<file path="config.mk">
export PLATFORM = sky130hd
export DESIGN_NAME = interruptUnit
export DESIGN_NICKNAME = d
export VERILOG_FILES = /design/src/source/intUnitPkg.sv /design/src/source/intChainIf.sv /design/src/source/interruptUnit.sv /design/src/source/ackController.sv /design/src/source/priorityResolver.sv /design/src/source/pendingLatch.sv /design/src/source/resetSequencer.sv
export VERILOG_INCLUDE_DIRS = /design/src /design/src/source
export SDC_FILE = /design/constraint.sdc
export NUM_CORES = 1
export LEC_CHECK = 0
export ABC_AREA = 1
export ABC_CLOCK_PERIOD_IN_PS = 4400
export BUFFER_PORTS_ARGS = -buffer_cell sky130_fd_sc_hd__buf_4
export CORE_MARGIN = 1.5
export CORE_UTILIZATION = 57
export DETAILED_ROUTE_END_ITERATION = 8
export GPL_ROUTABILITY_DRIVEN = 1
export PLACE_DENSITY = 0.83
export SYNTH_ARGS = -nofsm -noshare
export SYNTH_HDL_FRONTEND = slang
export SYNTH_HIERARCHICAL = 1
export SYNTH_SLANG_ARGS = --single-unit
export TNS_END_PERCENT = 5
</file>
<file path="constraint.sdc">
create_clock -name MCLK -period 4.4 [get_ports MCLK]
set_input_delay 0.22 -clock MCLK [delete_from_list [all_inputs] [get_ports MCLK]]
set_output_delay 0.22 -clock MCLK [all_outputs]
set_load 0.01 [all_outputs]
</file>
<file path="src/source/intUnit_params.svh">
`ifndef INTUNIT_PARAMS_SVH
`define INTUNIT_PARAMS_SVH

// maskable sources, source 0 wins
`define INT_SOURCES 8

// vector index of source 0, source i sits at VECTOR_TOP - i
`define VECTOR_TOP 60

// shown during reset and when nothing is pending
`define RESET_VECTOR 63

// cycles of device reset after the cause is gone
`define RESET_DELAY 16

// wide enough for RESET_DELAY
`define DELAY_BITS 5

`endif
</file>
<file path="src/source/intUnitPkg.sv">
`default_nettype none

`include "intUnit_params.svh"

package intUnitPkg;

   // index into the vector table, low six address bits
   typedef logic [5:0] vecIndexT;

   // one bit per interrupt source
   typedef logic [`INT_SOURCES-1:0] srcMaskT;

   typedef logic [`DELAY_BITS-1:0] delayCountT;

   // reset sequencer states
   typedef enum logic [1:0] {
      rsHold,   // pin or arstN still asserted
      rsCount,  // stretching
      rsRun
   } resetStateT;

endpackage

`default_nettype wire

</file>
<file path="src/source/intChainIf.sv">
`default_nettype none

// request, grant and clear between latch, resolver and ack logic
interface intChainIf import intUnitPkg::*; ();

   srcMaskT pending;     // sticky requests
   srcMaskT grant;       // lowest pending source, one-hot or zero
   logic    anyPending;  // same as INT
   srcMaskT clearMask;   // granted bit, one cycle after the ack edge

   modport latch (
      input  clearMask,
      output pending
   );

   modport resolve (
      input  pending,
      output grant,
      output anyPending
   );

   modport ack (
      input  grant,
      input  anyPending,
      output clearMask
   );

endinterface

`default_nettype wire

</file>
<file path="src/source/interruptUnit.sv">
`default_nettype none

module interruptUnit import intUnitPkg::*; (
   input  logic     MCLK,
   input  logic     arstN,
   input  logic     RSTn,         // reset pin, async to MCLK
   input  logic     INTACK,       // from CPU
   input  srcMaskT  intFlags,     // peripheral requests
   output logic     reset,        // device-wide reset
   output logic     INT,
   output vecIndexT intAddrLsbs,
   output srcMaskT  intClr        // per-peripheral clear strobes
);

   logic devReset;

   intChainIf chain ();

   resetSequencer resetSeq (
      .MCLK     (MCLK),
      .arstN    (arstN),
      .RSTn     (RSTn),
      .devReset (devReset)
   );

   pendingLatch pendLatch (
      .MCLK     (MCLK),
      .arstN    (arstN),
      .devReset (devReset),
      .intFlags (intFlags),
      .chain    (chain.latch)
   );

   priorityResolver prioRes (
      .devReset    (devReset),
      .chain       (chain.resolve),
      .INT         (INT),
      .intAddrLsbs (intAddrLsbs)
   );

   ackController ackCtrl (
      .MCLK     (MCLK),
      .arstN    (arstN),
      .devReset (devReset),
      .INTACK   (INTACK),
      .chain    (chain.ack),
      .intClr   (intClr)
   );

   assign reset = devReset;

endmodule

`default_nettype wire

</file>
<file path="src/source/ackController.sv">
`default_nettype none

module ackController import intUnitPkg::*; (
   input  logic    MCLK,
   input  logic    arstN,
   input  logic    devReset,
   input  logic    INTACK,
   intChainIf.ack  chain,
   output srcMaskT intClr
);

   logic ackQ;
   logic ackRise;

   assign ackRise = INTACK & ~ackQ;  // only the rising edge counts

   always_ff @(posedge MCLK or negedge arstN) begin
      if (!arstN) begin
         ackQ <= 1'b0;
      end else begin
         ackQ <= INTACK;
      end
   end

   // grant captured at the ack edge, held for exactly one cycle
   always_ff @(posedge MCLK or negedge arstN) begin
      if (!arstN) begin
         chain.clearMask <= '0;
      end else if (ackRise && chain.anyPending && !devReset) begin
         chain.clearMask <= chain.grant;
      end else begin
         chain.clearMask <= '0;
      end
   end

   assign intClr = chain.clearMask;

   aClrSingleCycle: assert property (@(posedge MCLK) disable iff (!arstN)
      (|chain.clearMask) |=> (chain.clearMask == '0))
      else $error("clear pulse longer than one cycle");

endmodule

`default_nettype wire

</file>
<file path="src/source/priorityResolver.sv">
`default_nettype none

`include "intUnit_params.svh"

module priorityResolver import intUnitPkg::*; (
   input  logic     devReset,
   intChainIf.resolve chain,
   output logic     INT,
   output vecIndexT intAddrLsbs
);

   srcMaskT  lowestBit;
   srcMaskT  grantVec;
   vecIndexT vecIdx;

   // isolate lowest set bit, source 0 has top priority
   always_comb begin
      lowestBit = chain.pending & (~chain.pending + 1'b1);
      grantVec  = devReset ? '0 : lowestBit;
   end

   always_comb begin
      vecIdx = vecIndexT'(`RESET_VECTOR);  // idle or reset
      for (int i = 0; i < `INT_SOURCES; i++) begin
         if (grantVec[i]) begin
            vecIdx = vecIndexT'(`VECTOR_TOP - i);
         end
      end
   end

   assign chain.grant      = grantVec;
   assign chain.anyPending = |grantVec;
   assign INT              = |grantVec;
   assign intAddrLsbs      = vecIdx;

   // winner is a single source that is really pending
   always_comb begin
      aGrantOneHot: assert ($onehot0(grantVec) && ((grantVec & ~chain.pending) == '0))
         else $error("grant not one-hot or not pending");
   end

endmodule

`default_nettype wire

</file>
<file path="src/source/pendingLatch.sv">
`default_nettype none

module pendingLatch import intUnitPkg::*; (
   input  logic    MCLK,
   input  logic    arstN,
   input  logic    devReset,
   input  srcMaskT intFlags,
   intChainIf.latch chain
);

   srcMaskT pendingNext;

   // flags win over a clear in the same cycle
   always_comb begin
      pendingNext = (chain.pending & ~chain.clearMask) | intFlags;
   end

   always_ff @(posedge MCLK or negedge arstN) begin
      if (!arstN) begin
         chain.pending <= '0;
      end else if (devReset) begin
         chain.pending <= '0;  // device reset drops every request
      end else begin
         chain.pending <= pendingNext;
      end
   end

   // a pending bit only goes away through its own clear or device reset
   aNoLostRequest: assert property (@(posedge MCLK) disable iff (!arstN)
      !$past(devReset) |->
         ((~chain.pending & $past(chain.pending) & ~$past(chain.clearMask)) == '0))
      else $error("pending bit dropped without clear");

endmodule

`default_nettype wire

</file>
<file path="src/source/resetSequencer.sv">
`default_nettype none

`include "intUnit_params.svh"

module resetSequencer import intUnitPkg::*; (
   input  logic MCLK,
   input  logic arstN,
   input  logic RSTn,
   output logic devReset
);

   logic [1:0] pinSync;  // two-flop synchronizer, [1] is safe
   resetStateT state;
   resetStateT stateNext;
   delayCountT delayCnt;

   always_ff @(posedge MCLK or negedge arstN) begin
      if (!arstN) begin
         pinSync <= '0;
      end else begin
         pinSync <= {pinSync[0], RSTn};
      end
   end

   always_comb begin
      stateNext = state;
      case (state)
         rsHold: begin
            if (pinSync[1]) stateNext = rsCount;
         end
         rsCount: begin
            if (delayCnt == delayCountT'(`RESET_DELAY - 1)) stateNext = rsRun;
         end
         default: stateNext = rsRun;
      endcase
      // pin low restarts the whole sequence
      if (!pinSync[1]) stateNext = rsHold;
   end

   always_ff @(posedge MCLK or negedge arstN) begin
      if (!arstN) begin
         state    <= rsHold;
         delayCnt <= '0;
         devReset <= 1'b1;
      end else begin
         state    <= stateNext;
         devReset <= (stateNext != rsRun);  // registered, glitch free
         if (state == rsCount) begin
            delayCnt <= delayCnt + 1'b1;
         end else begin
            delayCnt <= '0;
         end
      end
   end

   // release only at the end of a full count
   aResetHeld: assert property (@(posedge MCLK) disable iff (!arstN)
      $fell(devReset) |->
         $past((state == rsCount) && (delayCnt == delayCountT'(`RESET_DELAY - 1))))
      else $error("devReset released before the full delay count");

endmodule

`default_nettype wire

</file>
# Yosys cells after proc, flatten, opt, wreduce, memory -nomap -nowiden
# Index checks and enable logic that the tools add are counted.
[classes]
add_sub_neg = 2
n_mul = 0
n_div = 0
n_lt_le_gt_ge = 0
eq_ne = 3
shifts = 0
mux = 15
bitwise_logic = 7
n_reduce_logical = 5
[op_table]
columns = ["operator", "count"]
rows = [
  ["8-bit 2-to-1 mux", 3],
  ["8-bit AND", 2],
  ["8-bit NOT", 2],
  ["3-bit 2-to-1 mux", 4],
  ["4-bit 2-to-1 mux", 3],
  ["8-bit by 1-bit adder with 8-bit output (second input constant)", 1],
  ["8-bit bitwise OR", 1],
  ["8-bit OR reduction", 1],
  ["2-bit 2-to-1 mux", 3],
  ["5-bit by 1-bit adder with 5-bit output (second input constant)", 1],
  ["5-bit by 4-bit == test with 1-bit output (second input constant)", 1],
  ["5-bit 2-to-1 mux", 1],
  ["2-bit case mux with 2 select lines", 1],
  ["2-bit by 1-bit == test with 1-bit output (second input constant)", 1],
  ["1-bit logical AND", 2],
  ["2-bit zero test", 1],
  ["2-bit inequality test (second input constant)", 1],
  ["1-bit AND", 1],
  ["1-bit zero test", 1],
  ["1-bit NOT", 1],
]
[word_totals]
register_bits = 27
latch_bits = 0
ramBits = 0
rom_bits = 0
input_bits = 12
output_inout_bits = 16
wordCells = 39
n_memories = 0

# Depth between registers and ports, before layout
# Gate-level depths: netlist (run 1).
[logic_depth]
word_depth = 12
ltp_mapped = 11
mapped_depth_nobuf = 10

# Modules after synthesis
# Netlist (run 1), hierarchy kept.
[by_module_without_submodules]
columns = ["module", "n_inst", "cells_per_inst", "area_each_um2"]
rows = [
  ["resetSequencer", 1, 37, 376.6],
  ["pendingLatch", 1, 41, 371.6],
  ["ackController", 1, 37, 365.4],
  ["priorityResolver", 1, 44, 222.7],
]

# Least setup slack after synthesis (run 1)
# Ideal clock, no wire load.
[synth_timing]
path_kind = "register to register"
start = "register resetSeq.devReset"
end = "register ackCtrl.chain.clearMask[0]"
arrival_time_ps = 1580
required_time_ps = 4281
path_slack_ps = 2700
stages_incl_launch_ff = 11
n_path_buf = 1
period_less_slack_ps = 1700
path_cell_list = "dfstp_2 inv_2 nand4_1 nor2_4 nor2_1 nand2_1 buf_4 nand2_1 inv_1 nand2_2 nor2_1"
[synth_between]
elab_chain_cells = 5
word_cells_on_any_way = 6
classes_between = "mux: 2; reduce/logical: 4"
[synth_lines]
columns = ["item", "line_no", "rtl"]
rows = [
  ["start, declared", "resetSequencer.sv:9", "output logic devReset"],
  ["start signal, assigned", "resetSequencer.sv:47", "devReset <= (stateNext != rsRun);"],
  ["8-bit 2-to-1 mux", "priorityResolver.sv:19", "grantVec = devReset ? '0 : lowestBit;"],
  ["net chain.grant[7]", "intChainIf.sv:7", "srcMaskT grant;"],
  ["8-bit OR reduction", "-", ""],
  ["net INT", "interruptUnit.sv:10", "output logic INT,"],
  ["1-bit logical AND (2 in series)", "ackController.sv:29", "end else if (ackRise && chain.anyPending && !devReset) begin"],
  ["8-bit 2-to-1 mux", "ackController.sv:29", ""],
  ["end signal, assigned", "ackController.sv:30", "chain.clearMask <= chain.grant;"],
  ["end, declared", "intChainIf.sv:25", "output clearMask"],
]
# The timed path passes the listed nets, and every way through them passes these cells.

# Final worst setup path (run 1)
[layout_timing]
start = "register resetSeq.devReset"
end = "output INT"
[layout_between]
elab_chain_cells = 2
[layout_lines]
columns = ["item", "line_no", "rtl"]
rows = [
  ["8-bit 2-to-1 mux", "priorityResolver.sv:19", ""],
  ["net chain.grant[7]", "intChainIf.sv:7", ""],
  ["8-bit OR reduction", "priorityResolver.sv:33", "assign INT = |grantVec;"],
  ["end, declared", "interruptUnit.sv:10", ""],
]
# The timed path passes the listed nets, and every way through them passes these cells.

==> metrics.md, run 1 <==
| Metric | Value |
|---|---|
| Final worst-path cycle share | `0.465` |
| Nature of the critical path endpoint | `output port` |
| Final TNS setup | `0 ns` |
| Number of vias per cell | `4.56` |
| #FFs+latches synth | `27` |
| Post-layout util | `0.691` |
| Switching power summed over all nets | `84.7 uW` |
| Switching power share of the total | `0.222` |
| Fillcell total | `186` |
| Share of total power in combinational logic | `0.057` |
| Synth unique cells | `19` |
| Part of the total power dissipated in the clock network | `0.276` |
| Overflow after GRT | `0` |
| Clock insertion delay at the later pin of the skew report | `0.32 ns` |
| Wire length reported by the detailed router | `2070 um` |
| Number of design-rule violations left by the first detailed-router iteration | `31` |
| Total setup violations reported at the end of the flow | `0` |
| Result of the run | `finished clean` |
| Layout-stage area growth over the synthesis result | `14.4%` |
| Floorplan die height | `51.4 um` |
| Sum of net half-perimeters after detailed placement | `1550 um` |
| Standby leakage power | `0.807 nW` |
| Gate Count Post-Synth | `159` |
| Final min period | `2.05 ns` |
| Number of port buffers | `25` |
| Power share of the sequential group | `0.666` |
| Final #Nets | `195` |
| Yosys warns | `6` |
| Floorplan die area | `2640 sq um` |
| Number of global-route vias before repair | `834` |
| Cell count of the worst reg-to-reg path | `9` |
| Vias after detailed routing | `949` |
| Tightest Hold Check Type | `in2reg` |
| Maximum fanout along the worst path | `13` |
| Pin count of the biggest net entering global routing | `28` |
| Arrival time at the worst endpoint | `1.83 ns` |
| Required time of the worst setup path | `4.18 ns` |
| I/O pin count | `28` |
| Peak supply drop | `0.226 mV` |
| Wire per inst | `9.97 um` |
| Count of nets left with antenna violations after detail routing | `0` |
| Number of rows in the core area | `17` |
| Type of element launching the critical path | `flip-flop` |
| Endpoint of the worst setup timing path | `INT` |
| Effective utilization at floorplan | `0.604` |
| Critical register-to-register path startpoint | `resetSeq/devReset$_DFF_PN1_` |
| Clock root buffer | `sky130_fd_sc_hd__clkbuf_4` |
| Reg-to-reg setup timing slack | `2.62 ns` |
| Cell Area, Synth | `1340 sq um` |
| Core area | `2210 sq um` |
| Setup repair after global routing missed its margin | `no` |
| Clock buffer count from CTS | `3` |
| Antenna Cells | `0` |
| Final count of pins violating max slew | `0` |
| All-layer global routing usage | `0.180` |
| Terminus of the critical flop-to-flop path | `ackCtrl/chain.clearMask[4]$_DFF_PN0_` |
| Buffer depth of the longest clock path | `2` |
| Post-route DRC | `0` |
| Initial antenna violation count | `0` |
| Area of placed instances | `1470 sq um` |
| Power density over cell area | `250 nW/um^2` |
| Final Cell Area | `1530 sq um` |
| Critical setup path kind | `reg2out` |
| Wire length of the first global-routing pass | `3420 um` |
| Post-cts resize count | `0` |
| Clock transition at the registers of the reported paths | `0.14 ns` |
| Max Cap Viol | `0` |
| Fraction of layout instances using a drive strength above 1 | `0.272` |
| CTS tree | `done` |
| Worst Clk Skew | `0.00116 ns` |
| Die boundary width | `51.4 um` |
| Sequential area share after synthesis | `0.507` |
| Number of clock sinks | `27` |
| Power Internal | `297 uW` |
| Average instance area after synthesis | `8.40 sq um` |
| First drt pass iteration count | `4` |
| Placer congestion estimate | `0.822` |
| Critical Path Source | `resetSeq/devReset$_DFF_PN1_` |
| Fmax achieved | `0.489 GHz` |
| Level count of the clock H-tree | `1` |
| Final Hold Violating Endpoints | `0` |
| Number of buffers added for setup after CTS | `0` |
| Worst hold-check slack | `0.124 ns` |
| CTS hold repair buffers | `3` |
[cells in the mapped netlist, drive strengths merged]
master  count  area share
inv        44        0.12
nor2       29       0.098
dfrtp      26        0.49
nand2      23       0.068
buf        12       0.070
nand3      10       0.047
a21oi       9       0.056
ha          2       0.019
conb        1      0.0028
dfstp       1       0.020
nand4       1      0.0047
nor3        1      0.0037
[per-stage QoR]
step | cells | worst slack, ns | power (mW)
finish | 208 | 2.35 | 0.382
detailed placement | 201 | 2.61 | 0.280
floorplan | 160 | 2.70 | 0.267
CTS | 208 | 2.33 | 0.389
global route | 208 | 2.23 | 0.401
global placement | 201 | 2.71 | 0.279
[flip-flops by register name, indices dropped and copies added (netlist names)]
register,count
pendLatch/chain.pending,8
resetSeq/state,2
ackCtrl/chain.clearMask,8
resetSeq/pinSync,2
ackCtrl/ackQ,1
resetSeq/devReset,1
resetSeq/delayCnt,5
[cells by family after synthesis]
family | count (synthesis) | share of synthesized area
AND/OR/NAND/NOR | 64 | 0.222
buffers and inverters | 56 | 0.194
flip-flops | 27 | 0.507
AO/OA/AOI/OAI | 9 | 0.0562
adder cells (fa/ha/maj) | 2 | 0.0187
other | 1 | 0.00281
[worst max-delay path, cell delays in order, from the launching register on]
cell and delay, ns:
sky130_fd_sc_hd__dfstp_2 0.78, sky130_fd_sc_hd__inv_2 0.12, sky130_fd_sc_hd__nand4_1 0.14, sky130_fd_sc_hd__nor2_4 0.05, sky130_fd_sc_hd__nor2_1 0.17, sky130_fd_sc_hd__nand2_1 0.09, sky130_fd_sc_hd__buf_4 0.15
[worst min-delay path by stage]
| stage | start | endpoint | cells past startpoint |
|---|---|---|---|
| 2_1_floorplan | arstN | ackCtrl/ackQ$_DFF_PN0_ | 0 |
| 3_3_place_gp | arstN | resetSeq/pinSync[0]$_DFF_PN0_ | 1 |
| 5_1_grt | intFlags[2] | pendLatch/chain.pending[2]$_DFF_PN0_ | 3 |
| 6_report | intFlags[2] | pendLatch/chain.pending[2]$_DFF_PN0_ | 3 |
| 3_5_place_dp | arstN | resetSeq/pinSync[1]$_DFF_PN0_ | 1 |
| 4_1_cts | intFlags[2] | pendLatch/chain.pending[2]$_DFF_PN0_ | 3 |
[cell usage in the layout (no fill, tap or decap), types with 2 or more instances in the layout]
cell type,synthesis,routed
sky130_fd_sc_hd__ha_1,2,2
sky130_fd_sc_hd__conb_1,1,2
sky130_fd_sc_hd__nor2_2,3,3
sky130_fd_sc_hd__nand2_1,21,21
sky130_fd_sc_hd__nand3_1,9,9
sky130_fd_sc_hd__clkbuf_4,0,3
sky130_fd_sc_hd__nor2_4,2,2
sky130_fd_sc_hd__nand2_2,2,2
sky130_fd_sc_hd__inv_2,3,3
sky130_fd_sc_hd__dfrtp_1,26,26
sky130_fd_sc_hd__a21oi_2,8,8
sky130_fd_sc_hd__buf_4,11,25
sky130_fd_sc_hd__dlygate4sd3_1,0,3
sky130_fd_sc_hd__inv_1,41,41
sky130_fd_sc_hd__nor2_1,24,24
[layout make-up]
type                            count  area, sq um  share of cell area
Clock buffer                        3         22.5              0.0147
Clock inverter                      1         7.51             0.00491
Inverter                           44          165               0.108
Multi-Input combinational cell     77          404               0.264
Sequential cell                    27          677               0.443
Tap cell                           28         35.0              0.0229
Timing Repair Buffer               28          218               0.142
[layer usage]
metal	track usage	share of wire	vias to the layer above
met4	0.0965	0.022	0
li1	-	-	491
met5	0	0	-
met3	0.0380	0.048	6
met2	0.291	0.49	36
met1	0.225	0.44	416
[power by group through the flow]
stage                     Combinational, mW  Clock (mW)  Sequential, mW
after floorplan                     0.00859           0           0.259
after global placement               0.0198           0           0.259
after detailed placement             0.0204           0           0.259
after CTS                            0.0225       0.112           0.255
after global routing                 0.0250       0.121           0.255
final                                0.0220       0.106           0.255
No activity file was read; power rests on OpenSTA's default activity.
==> run 2, diff against run 1 <==
--- a/config.mk
+++ b/config.mk
@@ -7,13 +7,13 @@
 export NUM_CORES = 1
 export LEC_CHECK = 0
 export ABC_AREA = 1
-export ABC_CLOCK_PERIOD_IN_PS = 4400
+export ABC_CLOCK_PERIOD_IN_PS = 1700
 export BUFFER_PORTS_ARGS = -buffer_cell sky130_fd_sc_hd__buf_4
 export CORE_MARGIN = 1.5
-export CORE_UTILIZATION = 57
+export CORE_UTILIZATION = 48
 export DETAILED_ROUTE_END_ITERATION = 8
 export GPL_ROUTABILITY_DRIVEN = 1
-export PLACE_DENSITY = 0.83
+export PLACE_DENSITY = 0.74
 export SYNTH_ARGS = -nofsm -noshare
 export SYNTH_HDL_FRONTEND = slang
 export SYNTH_HIERARCHICAL = 1
==> constraint.sdc (replaced) <==
create_clock -name MCLK -period 1.7 [get_ports MCLK]
set_input_delay 0.085 -clock MCLK [delete_from_list [all_inputs] [get_ports MCLK]]
set_output_delay 0.085 -clock MCLK [all_outputs]
set_load 0.01 [all_outputs]
==> metrics.md, run 2 (same netlist as run 1, synthesis figures left out) <==
| Metric | Value |
|---|---|
| Count of placed standard cells including taps | `204 (+1.5%)` |
| Tightest Hold Check Type | `in2async` |
| Final min period | `1.68 ns` |
| Final worst-path cycle share | `0.991` |
| Standby leakage power | `0.864 nW (+7.0%)` |
| Final #Nets | `207 (+6.2%)` |
| CTS tree | `done` |
| Final TNS setup | `0 ns (unchanged)` |
| Commonest non-fill, non-tap cell in the layout | `sky130_fd_sc_hd__inv_1` |
| Fillcell total | `207 (+11%)` |
| Number of design-rule violations left by the first detailed-router iteration | `23 (-26%)` |
| Power density over cell area | `608 nW/um^2 (+140%)` |
| Cell count of the worst reg-to-reg path | `9 (unchanged)` |
| Layout-stage area growth over the synthesis result | `26.3%` |
| Sum of net half-perimeters after detailed placement | `1790 um (+15%)` |
| Area of placed instances | `1480 sq um (+0.68%)` |
| Clock transition at the registers of the reported paths | `0.16 ns (+0.02 ns)` |
| Endpoint of the worst setup timing path | `INT` |
| Floorplan die height | `55.8 um (+8.4%)` |
| Effective utilization at floorplan | `0.525 (-0.0790)` |
| Setup repair after global routing missed its margin | `yes` |
| Die boundary width | `55.8 um (+8.4%)` |
| Worst stage delay on the critical path | `0.64 ns (-0.14 ns)` |
| Total setup violations reported at the end of the flow | `0 (unchanged)` |
| Result of the run | `finished clean` |
| Area occupied by multi-input gates | `447 sq um (+11%)` |
| Fraction of layout instances using a drive strength above 1 | `0.323 (+0.0507)` |
| Floorplan die area | `3110 sq um (+18%)` |
| Count of nets left with antenna violations after detail routing | `0 (unchanged)` |
| Critical path cell sequence | `nor2_1, nand3_1, nand3_1, nor2_1, nand2_1, buf_4` |
| Post-Place Worst Slack | `0.239 ns (-2.37 ns)` |
| Most frequent cells in the layout | `41 x sky130_fd_sc_hd__inv_1, 29 x sky130_fd_sc_hd__buf_4, 25 x sky130_fd_sc_hd__dfrtp_1` |
| Number of rows in the core area | `18 (+1)` |
| Post-route DRC | `0 (unchanged)` |
| Antenna Cells | `0 (unchanged)` |
| Final count of pins violating max slew | `0 (unchanged)` |
| Wire length reported by the detailed router | `2650 um (+28%)` |
| Number of port buffers | `25 (unchanged)` |
| Total power | `1.03 mW (+170%)` |
| Initial antenna violation count | `0 (unchanged)` |
| Vias after detailed routing | `1024 (+7.9%)` |
| Critical Path Source | `resetSeq/devReset$_DFF_PN1_` |
| Clock root buffer | `sky130_fd_sc_hd__clkbuf_4` |
| Core area | `2540 sq um (+15%)` |
| I/O pin count | `28 (unchanged)` |
| Reg-to-reg setup timing slack | `0.19 ns (-2.43 ns)` |
| Clock buffer count from CTS | `3 (unchanged)` |
| Final Hold Violating Endpoints | `0 (unchanged)` |
| Minimum setup slack in the final design | `0.0154 ns (-2.34 ns)` |
| Arrival time at the worst endpoint | `1.60 ns (-0.23 ns)` |
| Pin count of the biggest net entering global routing | `28 (unchanged)` |
| Number of clock sinks | `27 (unchanged)` |
| Critical setup path kind | `reg2out` |
| Wire per inst | `12.0 um (+20%)` |
| First drt pass iteration count | `4 (unchanged)` |
| Clock insertion delay at the later pin of the skew report | `0.35 ns (+0.03 ns)` |
| Placer congestion estimate | `0.839 (+2.1%)` |
| Number of vias per cell | `4.61 (+1.1%)` |
| Worst Clk Skew | `0.0151 ns (+0.0139 ns)` |
| Top Registers | `ackCtrl/chain.clearMask x8, pendLatch/chain.pending x8, resetSeq/delayCnt x5` |
| Max Cap Viol | `0 (unchanged)` |
| Maximum fanout along the worst path | `5 (-8)` |
| Final Cell Area | `1690 sq um (+10%)` |
| Post-layout util | `0.663 (-0.0280)` |
| Level count of the clock H-tree | `1 (unchanged)` |
| FF+latch area | `678 sq um (+0.18%)` |
| Critical register-to-register path startpoint | `pendLatch/chain.pending[2]$_DFF_PN0_` |
| Terminus of the critical flop-to-flop path | `ackCtrl/chain.clearMask[0]$_DFF_PN0_` |
| Type of element launching the critical path | `flip-flop` |
| Required time of the worst setup path | `1.62 ns (-2.56 ns)` |
| Worst hold-check slack | `0.149 ns (+0.0248 ns)` |
| Peak supply drop | `0.542 mV (+140%)` |
| Overflow after GRT | `0 (unchanged)` |
| Number of global-route vias before repair | `975 (+17%)` |
| Nature of the critical path endpoint | `output port` |
| Final non-filler cell total | `222 (+6.7%)` |
| Buffer depth of the longest clock path | `2 (unchanged)` |
| All-layer global routing usage | `0.184 (+0.00359)` |
| CP max stage cell | `sky130_fd_sc_hd__dfstp_2` |
| Wire length of the first global-routing pass | `4360 um (+27%)` |
| Fmax achieved | `0.594 GHz` |
==> run 2: changes by cell type in the layout (fill, tap and decap cells not counted), moves of 2 or more <==
cell / change
sky130_fd_sc_hd__nand2_1: -2
sky130_fd_sc_hd__nand3_1: -3
sky130_fd_sc_hd__nor2_1: -2
sky130_fd_sc_hd__nand3_2: +2
sky130_fd_sc_hd__buf_4: +4
sky130_fd_sc_hd__dlygate4sd3_1: +8
sky130_fd_sc_hd__nand2_2: +2
==> run 2: worst min-delay path by stage <==
stage	slack [ns]	endpoint	start
after floorplan	-0.21	ackCtrl/ackQ$_DFF_PN0_	arstN
after global placement	0.007	resetSeq/pinSync[0]$_DFF_PN0_	arstN
after detailed placement	0.01	resetSeq/pinSync[0]$_DFF_PN0_	arstN
after CTS	0.16	resetSeq/pinSync[0]$_DFF_PN0_	arstN
after global routing	0.17	resetSeq/pinSync[0]$_DFF_PN0_	arstN
final	0.15	resetSeq/pinSync[0]$_DFF_PN0_	arstN
==> run 2: per-layer routing <==
layer | GRT usage | part of all wire
met1 | 0.217 | 0.41
met2 | 0.318 | 0.52
met3 | 0.0465 | 0.049
met4 | 0.0732 | 0.018
met5 | 0 | 0
==> run 2: cell type report <==
cell class	instances	area share
well taps	30	0.0222
clock buffers	3	0.0133
inverters	44	0.0993
multi-input cells	77	0.265
flip-flops and latches	27	0.402
clock inverters	1	0.00445
repair buffers	40	0.194
==> run 2: critical path: cells and delay by family (launching register included) <==
family	cells	cell delay, ns
flops	1	0.64
simple gates	5	0.47
buf+inv	1	0.15
==> run 2: timing repair <==
item	in CTS	in global routing
buffers inserted	0	3
endpoints found under the hold margin	37	0
hold buffers	11	0
endpoints found under the setup margin	0	3
gates resized for setup	0	12
==> run 2: power by group <==
group	switching, mW	total, mW	leakage, nW	internal (mW)
Clock	0.204	0.295	0.0139	0.0906
Sequential	0.00619	0.659	0.360	0.653
Combinational	0.0333	0.0726	0.489	0.0393
Total	0.243	1.03	0.864	0.783
==> run 3, diff against run 2 <==
--- a/config.mk
+++ b/config.mk
@@ -6,7 +6,7 @@
 export SDC_FILE = /design/constraint.sdc
 export NUM_CORES = 1
 export LEC_CHECK = 0
-export ABC_AREA = 1
+export ABC_AREA = 0
 export ABC_CLOCK_PERIOD_IN_PS = 1700
 export BUFFER_PORTS_ARGS = -buffer_cell sky130_fd_sc_hd__buf_4
 export CORE_MARGIN = 1.5
==> metrics.md, run 3 <==
| Metric | Value |
|---|---|
| Result of the run | `complete, but fails checks` |
| Violations in the final reports | `negative setup slack` |
| Final #Nets | `172 (-17%)` |
| Sequential area share after synthesis | `0.500 (-0.00609)` |
| Area occupied by multi-input gates | `547 sq um (+22%)` |
| Power share of the sequential group | `0.643 (about the same)` |
| Floorplan die area | `3150 sq um (+1.2%)` |
| Most frequent cells in the layout | `35 x sky130_fd_sc_hd__buf_4, 24 x sky130_fd_sc_hd__dfrtp_1, 12 x sky130_fd_sc_hd__inv_1` |
| Wire per inst | `13.9 um (+17%)` |
| Gate Count Post-Synth | `117 (-26%)` |
| Biggest area contributors in the synthesized netlist | `sky130_fd_sc_hd__dfrtp_1 48%, sky130_fd_sc_hd__nand2b_4 8.1%, sky130_fd_sc_hd__buf_4 6.1%` |
| Layout-stage area growth over the synthesis result | `27.5%` |
| Final worst-path cycle share | `1.05 (+0.0549)` |
| Post-layout util | `0.636 (-0.0270)` |
| Fillcell total | `224 (+8.2%)` |
| I/O pin count | `28 (unchanged)` |
| Floorplan die height | `56.1 um (+0.58%)` |
| Cell Area, Synth | `1350 sq um (+1.2%)` |
| Overflow after GRT | `0 (unchanged)` |
| Switching power summed over all nets | `241 uW (-1.0%)` |
| Max Cap Viol | `0 (unchanged)` |
| Number of design-rule violations left by the first detailed-router iteration | `24 (+4.3%)` |
| Maximum fanout along the worst path | `4 (-1)` |
| CTS tree | `done` |
| Clock insertion delay at the later pin of the skew report | `0.34 ns (about the same)` |
| Area leader, netlist | `sky130_fd_sc_hd__dfrtp_1` |
| Critical setup path kind | `reg2out` |
| Post-route DRC | `0 (unchanged)` |
| Yosys warns | `6 (unchanged)` |
| Nature of the critical path endpoint | `output port` |
| Post-Place Worst Slack | `0.185 ns (-0.0531 ns)` |
| Wire length of the first global-routing pass | `4400 um (+0.80%)` |
| Synth unique cells | `32 (+13)` |
| Effective utilization at floorplan | `0.499 (-0.0260)` |
| All-layer global routing usage | `0.181 (-0.00216)` |
| Placer congestion estimate | `0.809 (-3.6%)` |
| Number of port buffers | `25 (unchanged)` |
| Number of clock sinks | `27 (unchanged)` |
| Tightest Hold Check Type | `in2async` |
| Fraction of layout instances using a drive strength above 1 | `0.452 (+0.129)` |
| Final TNS setup | `-0.186 ns (-0.186 ns)` |
| Minimum setup slack in the final design | `-0.0779 ns (-0.0934 ns)` |
| Wire length reported by the detailed router | `2620 um (-1.2%)` |
| Worst hold-check slack | `0.172 ns (+0.0223 ns)` |
| Proportion of register bits with asynchronous set or reset after synthesis | `1.00 (unchanged)` |
| Commonest non-fill, non-tap cell in the layout | `sky130_fd_sc_hd__buf_4` |
| Number of rows in the core area | `19 (+1)` |
| Clock root buffer | `sky130_fd_sc_hd__clkbuf_4` |
| Peak supply drop | `0.423 mV (-22%)` |
| Sum of net half-perimeters after detailed placement | `1660 um (-7.2%)` |
| Type of element launching the critical path | `flip-flop` |
| Total setup violations reported at the end of the flow | `3 (+3)` |
| Top flip-flop cell by instance count after synthesis | `sky130_fd_sc_hd__dfrtp_1` |
| Count of nets left with antenna violations after detail routing | `0 (unchanged)` |
| Level count of the clock H-tree | `1 (unchanged)` |
| Initial antenna violation count | `0 (unchanged)` |
| Antenna Cells | `0 (unchanged)` |
| Area share of the leading cell type in the synthesized netlist | `0.481 (-0.00586)` |
| Share of total power in combinational logic | `0.073 (+0.002)` |
| Number of global-route vias before repair | `956 (-1.9%)` |
| Standby leakage power | `0.839 nW (-2.8%)` |
| Core area | `2710 sq um (+6.5%)` |
| First drt pass iteration count | `4 (unchanged)` |
| Count leader, synth | `sky130_fd_sc_hd__dfrtp_1` |
| Top Registers | `ackCtrl/chain.clearMask x8, pendLatch/chain.pending x8, resetSeq/delayCnt x5` |
| Critical register-to-register path startpoint | `pendLatch/chain.pending[0]$_DFF_PN0_` |
| Arrival time at the worst endpoint | `1.69 ns (+0.09 ns)` |
| Power Internal | `785 uW (+0.30%)` |
| Switching power share of the total | `0.235 (-0.00238)` |
| FF+latch area | `679 sq um (+0.18%)` |
| Number of flops mapped to enable cells by yosys | `0 (unchanged)` |
| Average instance area after synthesis | `11.6 sq um (+38%)` |
| Power density over cell area | `595 nW/um^2 (-2.1%)` |
| Required time of the worst setup path | `1.62 ns (about the same)` |
| #FFs+latches synth | `27 (unchanged)` |
| Critical Path Source | `pendLatch/chain.pending[2]$_DFF_PN0_` |
| Clock transition at the registers of the reported paths | `0.16 ns (about the same)` |
| Buffer depth of the longest clock path | `2 (unchanged)` |
| Synth top cells by count | `26 x sky130_fd_sc_hd__dfrtp_1, 12 x sky130_fd_sc_hd__inv_1, 11 x sky130_fd_sc_hd__buf_4` |
| Clock buffer count from CTS | `3 (unchanged)` |
| Final Hold Violating Endpoints | `0 (unchanged)` |
| Pin count of the biggest net entering global routing | `28 (unchanged)` |
| Final min period | `1.78 ns (+0.0934 ns)` |
| Number of vias per cell | `4.93 (+6.8%)` |
| Worst Clk Skew | `0.0106 ns (-0.00447 ns)` |
| Final count of pins violating max slew | `0 (unchanged)` |
| Vias after detailed routing | `926 (-9.6%)` |
| Part of the total power dissipated in the clock network | `0.284 (-0.003)` |
| Die boundary width | `56.1 um (+0.58%)` |
| Setup repair after global routing missed its margin | `yes` |
| Fmax achieved | `0.562 GHz (-5.3%)` |
run 3: per-stage QoR:
step	instances	area (sq um)	total power [mW]
after floorplan	118	1360	0.694
after global placement	167	1530	0.724
after detailed placement	167	1530	0.727
after CTS	187	1710	1.03
after global routing	188	1720	1.07
final	188	1720	1.03
run 3: final cells by class:
type                    count  share of cell area
flip-flops and latches     27               0.394
multi-input cells          67               0.317
repair buffers             47               0.223
inverters                  12              0.0261
well taps                  31              0.0225
clock buffers               3              0.0131
clock inverters             1             0.00435
run 3: path summary, 6_finish.rpt:
| path | endpoint | slack [ns] | cells past startpoint |
|---|---|---|---|
| worst max register to register | ackCtrl/chain.clearMask[5]$_DFF_PN0_ | 0.13 | 4 |
| worst min-delay path | ackCtrl/chain.clearMask[1]$_DFF_PN0_ | 0.17 | 2 |
| min in group MCLK | resetSeq/pinSync[1]$_DFF_PN0_ | 0.37 | 0 |
| worst max-delay path | intAddrLsbs[0] | -0.08 | 5 |
| worst min register to register | resetSeq/pinSync[1]$_DFF_PN0_ | 0.37 | 0 |
| max in group asynchronous | resetSeq/devReset$_DFF_PN1_ | 1.23 | 2 |
run 3: repair_timing:
action,CTS,global route
pin swaps,2,1
resized for setup,2,2
endpoints found under the setup margin,2,4
hold buffers,11,0
buffers inserted,5,1
endpoints found under the hold margin,37,0
run 3: cell families (layout without fill, tap and decap cells):
family	after synthesis	after routing	share of synthesized area
compound gates	14	14	0.0805
xor+xnor	1	1	0.00648
fa+ha+maj	2	2	0.0185
buf+inv	24	63	0.103
flops	27	27	0.500
mux	1	1	0.00740
other cells	1	2	0.00277
simple gates	47	47	0.281
run 3: per-layer routing:
layer / routed length (um) / global-route usage / vias up
li1: - / - / 445
met1: 1140 / 0.235 / 447
met2: 1280 / 0.296 / 25
met3: 114 / 0.0349 / 9
met4: 91 / 0.0782 / 0
met5: 0 / 0 / -
run 3: power by group through the flow:
stage	registers (mW)	logic, mW	clock network [mW]
2_1_floorplan	0.670	0.0236	0
3_3_place_gp	0.671	0.0527	0
3_5_place_dp	0.671	0.0557	0
4_1_cts	0.660	0.0753	0.295
5_1_grt	0.662	0.0840	0.328
6_report	0.660	0.0747	0.292
run 3: critical path, cell delays in order, from the launching register on:
cell                      delay (ns)
sky130_fd_sc_hd__dfrtp_1        0.45
sky130_fd_sc_hd__nor4_4         0.31
sky130_fd_sc_hd__buf_4          0.17
sky130_fd_sc_hd__and4b_4        0.26
sky130_fd_sc_hd__nor3_4         0.04
sky130_fd_sc_hd__buf_6          0.12
